$ cat config.mk
export PLATFORM = sky130hd
export DESIGN_NAME = arb_switch_top
export DESIGN_NICKNAME = d
export VERILOG_FILES = /design/src/arb_pkg.sv /design/src/arb_switch_top.sv /design/src/arbiter_core.sv /design/src/egress_mux.sv /design/src/wrr_credit.sv
export SDC_FILE = /design/constraint.sdc
export NUM_CORES = 1
export LEC_CHECK = 0
export BUFFER_PORTS_ARGS = -buffer_cell sky130_fd_sc_hd__buf_2
export CAP_MARGIN = 20
export CORE_AREA = 2 2 281 283
export DETAILED_ROUTE_END_ITERATION = 10
export DIE_AREA = 0 0 283 285
export GPL_ROUTABILITY_DRIVEN = 1
export HOLD_SLACK_MARGIN = 0.03
export PLACE_DENSITY = 0.45
export SKIP_LAST_GASP = 1
export SYNTH_ARGS = -nofsm -noshare
export SYNTH_HDL_FRONTEND = slang
export SYNTH_HIERARCHICAL = 1
export SYNTH_SLANG_ARGS = --single-unit
$ cat constraint.sdc
create_clock -name clk -period 44.8 [get_ports clk]
set_input_delay 4.48 -clock clk [delete_from_list [all_inputs] [get_ports clk]]
set_output_delay 4.48 -clock clk [all_outputs]
set_load 0.02 [all_outputs]
$ cat src/arb_pkg.sv
package arb_pkg;

    // switch geometry
    localparam int NUM_PORTS = 16;
    localparam int PRIO_W    = 3;   // higher value is more urgent
    localparam int WORD_W    = 32;

    // one bit per input port
    typedef logic [NUM_PORTS-1:0] port_mask_t;

    // port number, wide enough for NUM_PORTS
    typedef logic [3:0] port_idx_t;

    typedef logic [PRIO_W-1:0] prio_t;

    // weight w lets a port send w+1 packets per round
    typedef logic [2:0] weight_t;

    // packets left in the current round, up to weight+1
    typedef logic [3:0] credit_t;

    typedef logic [WORD_W-1:0] word_t;

    // per-port vectors, element i belongs to port i
    typedef prio_t   [NUM_PORTS-1:0] prio_vec_t;
    typedef weight_t [NUM_PORTS-1:0] weight_vec_t;
    typedef word_t   [NUM_PORTS-1:0] word_vec_t;

    // grant machine
    typedef enum logic {
        ARB_IDLE,
        ARB_XFER
    } arb_state_t;

    // completed packets, wraps
    typedef logic [15:0] pkt_count_t;

endpackage

$ cat src/arb_switch_top.sv
`timescale 1ns/100ps

module arb_switch_top (
    input  logic                  clk,
    input  logic                  rst,
    input  logic                  wrr_mode,
    input  arb_pkg::port_mask_t   ready,
    input  arb_pkg::word_vec_t    in_data,
    input  arb_pkg::port_mask_t   in_eop,
    input  arb_pkg::prio_vec_t    prio,
    input  arb_pkg::weight_vec_t  weight,
    output arb_pkg::port_mask_t   pop,
    output logic                  out_valid,
    output arb_pkg::word_t        out_data,
    output logic                  out_eop,
    output arb_pkg::port_idx_t    out_port,
    output arb_pkg::pkt_count_t   pkt_count
);

    import arb_pkg::*;

    // core <-> credit block
    logic       grant_valid;
    port_idx_t  grant_port;
    port_mask_t eligible;
    logic       credit_any;

    // core -> egress
    port_idx_t  sel;

    wrr_credit u_wrr_credit (
        .clk         (clk),
        .rst         (rst),
        .ready       (ready),
        .weight      (weight),
        .grant_valid (grant_valid),
        .grant_port  (grant_port),
        .eligible    (eligible),
        .credit_any  (credit_any)
    );

    arbiter_core u_arbiter_core (
        .clk         (clk),
        .rst         (rst),
        .wrr_mode    (wrr_mode),
        .ready       (ready),
        .in_eop      (in_eop),
        .prio        (prio),
        .eligible    (eligible),
        .credit_any  (credit_any),
        .pop         (pop),
        .sel         (sel),
        .busy        (),
        .grant_valid (grant_valid),
        .grant_port  (grant_port)
    );

    egress_mux u_egress_mux (
        .clk       (clk),
        .rst       (rst),
        .pop       (pop),
        .sel       (sel),
        .in_data   (in_data),
        .in_eop    (in_eop),
        .out_valid (out_valid),
        .out_data  (out_data),
        .out_eop   (out_eop),
        .out_port  (out_port),
        .pkt_count (pkt_count)
    );

endmodule

$ cat src/arbiter_core.sv
`timescale 1ns/100ps

module arbiter_core (
    input  logic                 clk,
    input  logic                 rst,
    input  logic                 wrr_mode,      // 0 = strict priority, 1 = wrr
    input  arb_pkg::port_mask_t  ready,
    input  arb_pkg::port_mask_t  in_eop,
    input  arb_pkg::prio_vec_t   prio,
    input  arb_pkg::port_mask_t  eligible,
    input  logic                 credit_any,
    output arb_pkg::port_mask_t  pop,
    output arb_pkg::port_idx_t   sel,
    output logic                 busy,
    output logic                 grant_valid,
    output arb_pkg::port_idx_t   grant_port
);

    import arb_pkg::*;

    arb_state_t state;
    port_idx_t  rr_ptr;     // wrr search starts here
    port_mask_t wrr_cand;
    port_idx_t  sp_win;
    port_idx_t  wrr_win;
    port_idx_t  winner;

    // highest priority among req, lowest index on a tie
    function automatic port_idx_t sp_pick(input port_mask_t req, input prio_vec_t pv);
        port_idx_t win;
        prio_t     best;
        logic      found;
        win   = '0;
        best  = '0;
        found = 1'b0;
        for (int i = 0; i < NUM_PORTS; i++) begin
            // strict compare keeps the earlier index on equal priority
            if (req[i] && (!found || pv[i] > best)) begin
                win   = port_idx_t'(i);
                best  = pv[i];
                found = 1'b1;
            end
        end
        return win;
    endfunction

    // first requester at or after ptr, wrapping around
    function automatic port_idx_t wrr_pick(input port_mask_t req, input port_idx_t ptr);
        port_idx_t win;
        port_idx_t idx;
        win = ptr;
        // walk backwards so the nearest candidate is written last
        for (int k = NUM_PORTS - 1; k >= 0; k--) begin
            idx = port_idx_t'(int'(ptr) + k);
            if (req[idx]) begin
                win = idx;
            end
        end
        return win;
    endfunction

    // once every ready port is out of credit, fall back to plain ready
    assign wrr_cand = credit_any ? eligible : ready;

    assign sp_win  = sp_pick(ready, prio);
    assign wrr_win = wrr_pick(wrr_cand, rr_ptr);
    assign winner  = wrr_mode ? wrr_win : sp_win;

    always_ff @(posedge clk) begin
        if (rst) begin
            state       <= ARB_IDLE;
            pop         <= '0;
            sel         <= '0;
            grant_valid <= 1'b0;
            rr_ptr      <= '0;
        end else begin
            grant_valid <= 1'b0;    // single-cycle strobe
            case (state)
                ARB_IDLE: begin
                    if (|ready) begin
                        sel         <= winner;
                        pop         <= port_mask_t'(1) << winner;
                        grant_valid <= 1'b1;
                        state       <= ARB_XFER;
                        if (wrr_mode) begin
                            rr_ptr <= wrr_win + 1'b1;   // wraps at 16
                        end
                    end
                end
                ARB_XFER: begin
                    // hold the grant until the eop word is taken
                    if (in_eop[sel]) begin
                        pop   <= '0;
                        state <= ARB_IDLE;
                    end
                end
                default: begin
                    pop   <= '0;
                    state <= ARB_IDLE;
                end
            endcase
        end
    end

    assign busy       = (state == ARB_XFER);
    assign grant_port = sel;    // sel is loaded on the same edge as the strobe

endmodule

$ cat src/egress_mux.sv
`timescale 1ns/100ps

module egress_mux (
    input  logic                 clk,
    input  logic                 rst,
    input  arb_pkg::port_mask_t  pop,
    input  arb_pkg::port_idx_t   sel,
    input  arb_pkg::word_vec_t   in_data,
    input  arb_pkg::port_mask_t  in_eop,
    output logic                 out_valid,
    output arb_pkg::word_t       out_data,
    output logic                 out_eop,
    output arb_pkg::port_idx_t   out_port,
    output arb_pkg::pkt_count_t  pkt_count
);

    logic any_pop;
    logic last_word;

    assign any_pop   = |pop;
    assign last_word = pop[sel] & in_eop[sel];    // eop word consumed this edge

    // egress control, one cycle behind pop
    always_ff @(posedge clk) begin
        if (rst) begin
            out_valid <= 1'b0;
            out_eop   <= 1'b0;
            pkt_count <= '0;
        end else begin
            out_valid <= any_pop;
            out_eop   <= last_word;
            if (last_word) begin
                pkt_count <= pkt_count + 1'b1;    // wraps
            end
        end
    end

    // payload stage
    always_ff @(posedge clk) begin
        if (any_pop) begin
            out_data <= in_data[sel];
            out_port <= sel;
        end
    end

endmodule

$ cat src/wrr_credit.sv
`timescale 1ns/100ps

module wrr_credit (
    input  logic                  clk,
    input  logic                  rst,
    input  arb_pkg::port_mask_t   ready,
    input  arb_pkg::weight_vec_t  weight,
    input  logic                  grant_valid,
    input  arb_pkg::port_idx_t    grant_port,
    output arb_pkg::port_mask_t   eligible,
    output logic                  credit_any
);

    import arb_pkg::*;

    credit_t    credit [NUM_PORTS];   // packets left this round
    port_mask_t has_credit;

    // credit for a fresh round
    function automatic credit_t full_credit(input weight_t w);
        return credit_t'(w) + credit_t'(1);
    endfunction

    always_comb begin
        for (int i = 0; i < NUM_PORTS; i++) begin
            has_credit[i] = (credit[i] != '0);
        end
    end

    assign eligible   = ready & has_credit;
    assign credit_any = |eligible;    // low means the round is used up

    // grant_valid arrives one cycle after the core picked grant_port,
    // so the update lands at the edge that follows it
    always_ff @(posedge clk) begin
        if (rst) begin
            for (int i = 0; i < NUM_PORTS; i++) begin
                credit[i] <= full_credit(weight[i]);
            end
        end else if (grant_valid) begin
            if (credit_any) begin
                // winner still inside its share
                if (credit[grant_port] != '0) begin
                    credit[grant_port] <= credit[grant_port] - 1'b1;
                end
            end else begin
                // new round, winner already spends one packet of it
                for (int i = 0; i < NUM_PORTS; i++) begin
                    if (port_idx_t'(i) == grant_port) begin
                        credit[i] <= credit_t'(weight[i]);
                    end else begin
                        credit[i] <= full_credit(weight[i]);
                    end
                end
            end
        end
    end

endmodule
# Word-level counts from Yosys, hierarchy flattened
# Memories as Yosys holds them, arrays and structs flattened. A register that Yosys moved wholly into a read port is not among the register bits.
# Index checks and enable logic that the tools add are counted.
[totals]
word_cells = 512
ram_bits = 64
regBits = 80
out_inout_bits = 70
mem_count = 1
[memory_table]
columns = ["name", "depth", "word_bits", "rd", "rd_ports_with_merged_regs", "wr", "line_no", "text"]
rows = [
  ["u_wrr_credit.credit", 16, 4, 17, 1, 16, "wrr_credit.sv:16", "credit_t credit [NUM_PORTS];"],
]
[classes]
order_cmp = 32
add_sub_neg = 34
mux = 311
n_eq_ne = 17
reduce_logical = 71
n_bitwise = 35
n_shift = 1
[op_table]
columns = ["cell", "n"]
rows = [
  ["4-bit two-way mux", 61],
  ["1-bit two-way mux", 204],
  ["32-bit binary-select mux with 4-bit select", 1],
  ["4-bit by 5-bit less-than comparator with 1-bit output (second input constant)", 17],
  ["1-bit binary-select mux with 4-bit select", 18],
  ["4-bit nonzero test", 17],
  ["3-bit by 1-bit adder with 4-bit output (second input constant)", 16],
  ["3-bit two-way mux", 19],
  ["16-bit two-way mux", 3],
  ["16-bit OR reduction", 3],
  ["3-bit > comparator", 15],
  ["4-bit adder (second input constant)", 8],
  ["4-bit equality test (first input constant)", 8],
  ["32-bit two-way mux", 1],
  ["1-bit OR", 32],
  ["16-bit case mux with 2 select lines", 1],
  ["16-bit by 1-bit adder with 16-bit output (second input constant)", 1],
  ["4-bit by 3-bit adder with 4-bit output (second input constant)", 4],
  ["16-bit AND", 1],
  ["3-bit by 4-bit equality test with 1-bit output (first input constant)", 4],
  ["1-bit by 4-bit left shift with 16-bit output (first input constant)", 1],
  ["1-bit logical AND", 15],
  ["1-bit zero test", 15],
  ["1-bit logical OR", 15],
  ["other kinds (16)", 21],
]

# Depth between registers and ports, before layout
# Gate-level depths: netlist of the first run.
[logic_depth]
depth_word = 65
depth_mapped = 132
ltp_nobuf = 130

# Cells and area by module
# Netlist of the first run, hierarchy kept.
[modules_own_cells]
columns = ["mod", "cells_per_inst", "seq_area_each_um2", "instances", "area_per_inst_um2"]
rows = [
  ["arbiter_core", 769, 520.5, 1, 6291.0],
  ["egress_mux", 371, 1441.4, 1, 6038.3],
  ["wrr_credit", 457, 1921.8, 1, 4843.4],
]

# Worst setup path after synthesis of the first run
# Ideal clock, no wire load.
[synth_timing]
path_type = "input to register"
startpoint = "in ready[0]"
endpoint = "reg u_arbiter_core.pop[13]"
setup_time_ps = 117
setup_slack_ps = 19854
t_required_ps = 44683
n_path_buf = 2
t_arrival_ps = 24829
path_stages = 117
path_cell_list = "clkbuf_1 > nand2_1 > ha_1 > nor2b_1 > o21a_1 > o21ai_0 > a211o_1 > and2_1 > ha_1 > nor2b_1 > o21a_1 > o21a_1 > o21ai_1 > mux2_2 > inv_1 > ha_1 > o21a_1 > o211ai_1 > [81 not listed] > a21oi_1 > a31oi_1 > o21ai_1 > nand2_1 > o22ai_1 > a21oi_1 > ha_1 > nor2b_1 > o21a_1 > o21ai_0 > o31ai_1 > a21oi_1 > and2_1 > and3_1 > a32oi_2 > and2_4 > and2_1 > a22o_1"
[synth_via]
elab_chain_cells = 65
elab_cells_between_ends = 163
classes_between = "15 x order compare; 1 x eq/ne; 1 x shift; 97 x mux; 1 x bitwise; 48 x reduce/logical"
[synth_lines]
columns = ["item", "line_no", "text"]
rows = [
  ["from (decl)", "arb_switch_top.sv:7", "input arb_pkg::port_mask_t ready,"],
  ["3-bit two-way mux or 1-bit two-way mux (tied branches)", "arbiter_core.sv:38", "if (req[i] && (!found || pv[i] > best)) begin"],
  ["3-bit > comparator or 1-bit zero test (tied branches)", "arbiter_core.sv:38", ""],
  ["1-bit logical OR", "arbiter_core.sv:38", ""],
  ["1-bit logical AND", "arbiter_core.sv:38", ""],
  ["3-bit two-way mux or 1-bit two-way mux (tied branches)", "arbiter_core.sv:38", ""],
  ["3-bit > comparator or 1-bit zero test (tied branches)", "arbiter_core.sv:38", ""],
  ["1-bit logical OR", "arbiter_core.sv:38", ""],
  ["1-bit logical AND", "arbiter_core.sv:38", ""],
  ["[49 not listed]", "--", ""],
  ["3-bit > comparator or 1-bit zero test (tied branches)", "arbiter_core.sv:38", ""],
  ["1-bit logical OR", "arbiter_core.sv:38", ""],
  ["1-bit logical AND", "arbiter_core.sv:38", ""],
  ["4-bit two-way mux", "arbiter_core.sv:38", ""],
  ["4-bit two-way mux", "arbiter_core.sv:67", "assign winner = wrr_mode ? wrr_win : sp_win;"],
  ["1-bit by 4-bit left shift with 16-bit output", "arbiter_core.sv:82", "pop <= port_mask_t'(1) << winner;"],
  ["16-bit two-way mux", "arbiter_core.sv:80", "if (|ready) begin"],
  ["16-bit case mux with 2 select lines", "arbiter_core.sv:78", "case (state)"],
  ["to (signal assigned)", "arbiter_core.sv:82", ""],
  ["to (decl)", "arbiter_core.sv:12", "output arb_pkg::port_mask_t pop,"],
]
# Several ways; a longest one is shown, not always the timed one. The select of a mux whose other input is x is not followed.
# A chain may end at the register's enable or synchronous reset.

# Worst setup path in the final report of the first run
[layout_timing]
startpoint = "in ready[0]"
endpoint = "reg u_arbiter_core.pop[4]"
# Same word-level chain as after synthesis.

==> impl_metrics.py, run 1 <==
metrics = {
    "cts": {
        "cts_tree": "yes",
        "hold_buffers": 0,
        "clk_latency_ps": 460,
        "cts_sinks": 144,
        "ctsLongestPathBuffers": 2,
        "postCtsSetupBuffers": 0,
        "cts_buffers": 17,
        "cts_resized": 0,
        "path_clk_slew_ps": 60,
        "cts_root_buf": "clkbuf_16",
        "cts_max_level": 4,
    },
    "placement": {
        "dp.cells": 3270,
        "place.gp.congestion": 0.965,
        "port_buffers": 712,
        "dp_hpwl_mm": 94.8,
    },
    "yosys": {
        "synth_fp_nets": 2303,
        "yosys.cell_types.count": 107,
        "syn_area_um2": 17200,
        "ys.flop_type": "edfxtp_1",
        "async_reset_ff_frac": 0,
        "synth.avg_cell_area_um2": 10.8,
        "synth_cells": 1597,
        "seq_area_frac_synth": 0.226,
        "synth_edf_count": 100,
        "ys_ff_latch": 144,
        "yosys_warnings": 6,
    },
    "global_routing": {
        "grt_pass1_wl_mm": 149,
        "antenna_found_initial": 83,
        "grt_pass1_vias": 18100,
        "grt_use_total": 0.265,
        "grt_overflow": 0,
        "grt_max_degree": 87,
    },
    "floorplan": {
        "ioPinCount": 713,
        "die_area_um2": 80700,
        "core_um2": 78000,
        "die_w_um": 283,
        "fp.dieH_um": 285,
        "start_util": 0.220,
        "placement_rows": 103,
    },
    "critical_path": {
        "endpoint_kind": "flip-flop",
        "crit_cells": 120,
        "r2r_end": "u_arbiter_core/pop[4]$_SDFFE_PP0P_",
        "crit_start": "ready[0]",
        "cp_slowest_cell": "mux2_2",
        "regToRegStartpoint": "u_wrr_credit/credit[11][1]$_DFFE_PP_",
        "reg2regPathDepth": 18,
        "worst_setup_path_start_kind": "input pin",
        "slowest_delay_ps": 440,
        "required_ps": 45180,
        "crit_type": "input pin to flip-flop",
        "r2r_slack_ps": 37730,
        "worstPathMaxFanout": 16,
        "path_common_cell": "a21oi_1",
        "critPathTopFamily": "compound AO/OA/AOI/OAI gates",
        "endpoint": "u_arbiter_core/pop[4]$_SDFFE_PP0P_",
        "crit_buf_inv": 4,
        "crit_arrival_ps": 28070,
    },
    "cells_and_area": {
        "mostFrequentLayoutCell": "buf_2",
        "drive_above_1_share": 0.467,
        "area_growth_pct": 30.3,
        "fin_cells": 3323,
        "layout_common_cells": "buf_2 (713), mux4_2 (209), nand2_1 (124)",
        "layout.nets": 2947,
    },
    "route": {
        "vias_per_cell": 5.48,
        "wl_met1_mm": 45.4,
        "wl_mm": 111,
        "ant_nets": 0,
        "first_iter_violations": 1590,
        "top_layer_used": "met5",
        "wl_per_cell_um": 33.4,
        "dr_wl_met2_mm": 54.1,
        "num_vias": 18200,
        "dr.pass1.iters": 5,
        "dr_wl_met3_mm": 7.11,
        "drc": 0,
    },
    "outcome": {
        "status": "finished clean",
    },
    "timing": {
        "slew_violations": 0,
        "setup_tns_ps": 0,
        "post-route-period-util": 0.618,
        "min_period_ps": 27690,
        "rsz0062_at_grt": "false",
        "relSlewSlack": 0.198,
        "fmax_mhz": 36.1,
        "hold_violations": 0,
        "setup_violations": 0,
        "skew_ps": 18.5,
        "max_slew.worst_pin.slew_ps": 1200,
    },
    "power": {
        "leakage_nw": 9.21,
        "ir_drop_v": 0.0000613,
        "powerDensity_nw_per_um2": 60.2,
    },
    "flow_run": {
        "cap_violations": 0,
    },
    "hold_path": {
        "holdCritStartpoint": "u_arbiter_core/rr_ptr[3]$_SDFFE_PP0P_",
        "hold_path_class": "flip-flop to flip-flop",
    },
}
-- worst min-delay path by stage --
| stage | slack (ps) | cells past startpoint | to |
|---|---|---|---|
| finish | 510 | 2 | u_arbiter_core/rr_ptr[3]$_SDFFE_PP0P_ |
| global route | 530 | 2 | u_arbiter_core/rr_ptr[3]$_SDFFE_PP0P_ |
| CTS | 510 | 2 | u_arbiter_core/rr_ptr[3]$_SDFFE_PP0P_ |
| detailed placement | 500 | 2 | u_arbiter_core/rr_ptr[3]$_SDFFE_PP0P_ |
| global placement | 480 | 2 | u_arbiter_core/rr_ptr[3]$_SDFFE_PP0P_ |
| floorplan | 470 | 2 | u_arbiter_core/busy$_SDFF_PP0_ |
-- through the flow --
| stage | power [mW] | setup slack, ps | utilization | hold slack, ps | cell area [um2] |
|---|---|---|---|---|---|
| after floorplan | 0.848 | 19850 | - | 471 | 17200 |
| after global placement | 1.20 | 17490 | 0.278 | 479 | 21700 |
| after detailed placement | 1.20 | 16930 | 0.278 | 496 | 21700 |
| after CTS | 1.35 | 17340 | 0.286 | 509 | 22300 |
| after global routing | 1.42 | 14640 | 0.287 | 531 | 22400 |
| final | 1.35 | 17110 | 0.287 | 507 | 22400 |
-- tightest hold or removal path, delay by kind of cell (launching register included) --
family           cells  cell delay [ps]
AND/OR/NAND/NOR      2              150
flip-flops           1              310
-- power breakdown --
group	internal [mW]	leakage (nW)	switching (mW)
Clock	0.0831	0.273	0.0660
Sequential	0.206	1.34	0.0468
Combinational	0.366	7.60	0.580
-- synthesized netlist by cell type (all sizes together), types with 6 or more instances --
master  instances  area share
and3           14      0.0051
o22a            8      0.0041
nand4          23      0.0087
o211ai         17      0.0074
a211oi          8      0.0045
a21oi          53       0.015
dfxtp          44       0.051
or3            10      0.0036
o31ai           9      0.0039
and4            6      0.0031
nor2           96       0.021
clkbuf         63       0.014
a21o           10      0.0044
nor2b          34       0.013
o21ai          75       0.022
ha             63       0.046
a22oi          13      0.0063
o41a           16       0.010
xor2           13      0.0066
nand2         124       0.027
a311oi          8      0.0044
mux2i          85       0.050
xnor2          27       0.014
a31oi          20      0.0085
edfxtp        100        0.17
nor3           30      0.0090
o21a           13      0.0058
buf            47       0.019
a22o           15      0.0077
nor4           16      0.0083
nand3b          8      0.0035
nand3          50       0.015
mux2           31       0.020
or4             6      0.0028
a221oi         11      0.0056
o22ai          27       0.011
nand2b         13      0.0052
mux4          218        0.29
and2           39       0.014
inv            55       0.012
-- routing by layer --
metal	vias up	track usage
met3	195	0.0370
met4	14	0.0859
met1	9245	0.341
met2	954	0.456
met5	-	0
li1	7805	-
-- logic make-up after synthesis --
family / after synthesis / synth area share
adder cells (fa/ha/maj): 63 / 0.0459
multiplexers: 334 / 0.358
AND/OR/NAND/NOR: 492 / 0.152
buffers and inverters: 167 / 0.0448
AO/OA/AOI/OAI: 357 / 0.153
XOR/XNOR: 40 / 0.0208
flip-flops: 144 / 0.226
-- registers in the layout, summed over array words and instances, names as in the netlist --
register and cells:
u_arbiter_core/grant_port 4, u_egress_mux/out_port 4, u_egress_mux/out_valid 1, u_egress_mux/out_data 32, u_arbiter_core/grant_valid 1, u_arbiter_core/busy 1
u_wrr_credit/credit 64, u_egress_mux/pkt_count 16, u_arbiter_core/rr_ptr 4, u_egress_mux/out_eop 1, u_arbiter_core/pop 16
-- final cells by class --
cell class              instances  area [um2]
multi-input cells            1286       12500
repair buffers                735        3790
inverters                      57         214
flip-flops and latches        144        3890
well taps                    1050        1310
clock buffers                  19         433
diodes                         19        47.5
clock inverters                13         154
fillers                      8318       55600
Note: power is estimated with default switching activity, not from simulation.
==> inputs of run 2 (changes only) <==
CORE_AREA = 2 2 276 278   (was 2 2 281 283)
DIE_AREA = 0 0 278 280   (was 0 0 283 285)
PLACE_DENSITY = 0.46   (was 0.45)
clock period = 29 ns   (was 44.8 ns; I/O delays follow)
==> run 2 against run 1 <==
  * Clock skew about the same
  * Clock power is 53% higher
  * Core utilization is 0.92 points higher
  * Flip-flop and latch count unchanged
  * Count of clock-buffer cells in the layout fell by 1
  * Global-route usage fell by 2.6 points
  * Via count down 2.0%
  * Die area shrank 3.5%
==> impl_metrics.py, run 2 (synthesis gave the netlist of run 1 again) <==
metrics = {
    "outcome": {
        "status": "finished clean",
    },
    "timing": {
        "fmax_mhz": 38.3,
        "hold_violations": 0,
        "min_period_ps": 26120,
        "relSlewSlack": 0.274,
        "setup_violations": 0,
        "rsz0062_at_grt": "false",
        "slew_violations": 0,
        "skew_ps": 18.3,
        "post-route-period-util": 0.901,
        "setup_tns_ps": 0,
        "max_slew.worst_pin.slew_ps": 1090,
    },
    "route": {
        "first_iter_violations": 1804,
        "wl_per_cell_um": 29.4,
        "num_vias": 17900,
        "wl_mm": 95.7,
        "drc": 0,
        "ant_nets": 0,
        "dr.pass1.iters": 7,
        "vias_per_cell": 5.49,
    },
    "floorplan": {
        "start_util": 0.228,
        "die_area_um2": 77800,
        "ioPinCount": 713,
        "die_w_um": 278,
        "fp.dieH_um": 280,
        "placement_rows": 101,
        "core_um2": 75200,
    },
    "cts": {
        "cts_resized": 0,
        "cts_root_buf": "clkbuf_16",
        "cts_buffers": 17,
        "cts_tree": "yes",
        "hold_buffers": 0,
        "postCtsSetupBuffers": 0,
        "path_clk_slew_ps": 60,
        "ctsLongestPathBuffers": 2,
        "cts_max_level": 4,
        "cts_sinks": 144,
        "clk_latency_ps": 460,
    },
    "critical_path": {
        "crit_arrival_ps": 26450,
        "cp_slowest_cell": "a311oi_1",
        "worst_setup_path_start_kind": "input pin",
        "slowest_delay_ps": 450,
        "worstPathMaxFanout": 16,
        "crit_buf_inv": 5,
        "required_ps": 29330,
        "critPathTopFamily": "compound AO/OA/AOI/OAI gates",
        "path_common_cell": "a21oi_1",
        "crit_type": "input pin to flip-flop",
        "endpoint_kind": "flip-flop",
    },
    "cells_and_area": {
        "drive_above_1_share": 0.467,
        "reg_top3": "u_wrr_credit/credit x64, u_egress_mux/out_data x32",
        "largest_reg_flops": 64,
        "multiInputGateArea_um2": 12500,
        "fin_cells": 3255,
        "layout_common_cells": "buf_2 (712), mux4_2 (209), nand2_1 (124)",
        "nFillCells": 7869,
        "mostFrequentLayoutCell": "buf_2",
        "top_register": "u_wrr_credit/credit",
        "regArea_um2": 3890,
        "layout.nets": 2949,
        "area_growth_pct": 29.7,
    },
    "global_routing": {
        "grt_max_degree": 79,
        "grt_pass1_vias": 18000,
        "grt_use_total": 0.238,
        "grt_pass1_wl_mm": 133,
        "antenna_found_initial": 47,
        "use_met2": 0.407,
        "grt_overflow": 0,
        "use_met1": 0.287,
        "met3_usage": 0.0743,
        "top_usage_layer": "met2",
    },
    "placement": {
        "dp.cells": 3200,
        "place.gp.congestion": 0.991,
        "port_buffers": 712,
        "dp_hpwl_mm": 80.9,
    },
    "hold_path": {
        "hold_path_class": "flip-flop to flip-flop",
    },
    "power": {
        "leakage_nw": 9.21,
        "ir_drop_v": 0.0000728,
        "powerDensity_nw_per_um2": 92.1,
    },
    "flow_run": {
        "cap_violations": 0,
    },
}
-- run 2: final cells by class --
class,count,share of cell area
Clock inverter,14,0.00691
Tap cell,978,0.0549
Inverter,57,0.00960
Multi-Input combinational cell,1286,0.563
Sequential cell,144,0.175
Clock buffer,18,0.0193
Antenna cell,21,0.00236
Timing Repair Buffer,737,0.169
-- run 2: where the power goes --
group          internal (mW)  leakage [nW]  switching (mW)  total (mW)
Clock                  0.128         0.277          0.0999       0.228
Sequential             0.318          1.34          0.0575       0.375
Combinational          0.565          7.60           0.884        1.45
-- run 2: tightest hold or removal path, delay by kind of cell, from the launching register on --
| family | cells | cell delay, ps |
|---|---|---|
| flops | 1 | 350 |
| buf+inv | 1 | 70 |
| compound gates | 1 | 50 |
-- run 2: worst paths after layout --
check | cells after the start | start | slack [ps] | end
hold / removal | 2 | u_arbiter_core/busy$_SDFF_PP0_ | 510 | u_arbiter_core/busy$_SDFF_PP0_
setup reg to reg | 18 | u_wrr_credit/credit[11][1]$_DFFE_PP_ | 22050 | u_arbiter_core/pop[6]$_SDFFE_PP0P_
hold reg to reg | 2 | u_arbiter_core/busy$_SDFF_PP0_ | 510 | u_arbiter_core/busy$_SDFF_PP0_
setup / recovery | 119 | ready[0] | 2880 | u_arbiter_core/pop[14]$_SDFFE_PP0P_
-- run 2: per-stage QoR --
stage / util / area (um2) / worst slack (ps) / total power [mW] / hold WS (ps)
floorplan: - / 17200 / 5630 / 1.31 / 471
global placement: 0.287 / 21600 / 3520 / 1.81 / 489
detailed placement: 0.287 / 21600 / 2780 / 1.82 / 504
CTS: 0.295 / 22200 / 3180 / 2.05 / 512
global route: 0.296 / 22300 / 663 / 2.17 / 541
finish: 0.296 / 22300 / 2880 / 2.05 / 511
-- run 2: routing by layer --
metal	routed length (um)	vias to the layer above
li1	-	7827
met1	37500	8992
met2	47200	888
met3	8390	133
met4	2580	16
met5	90	-
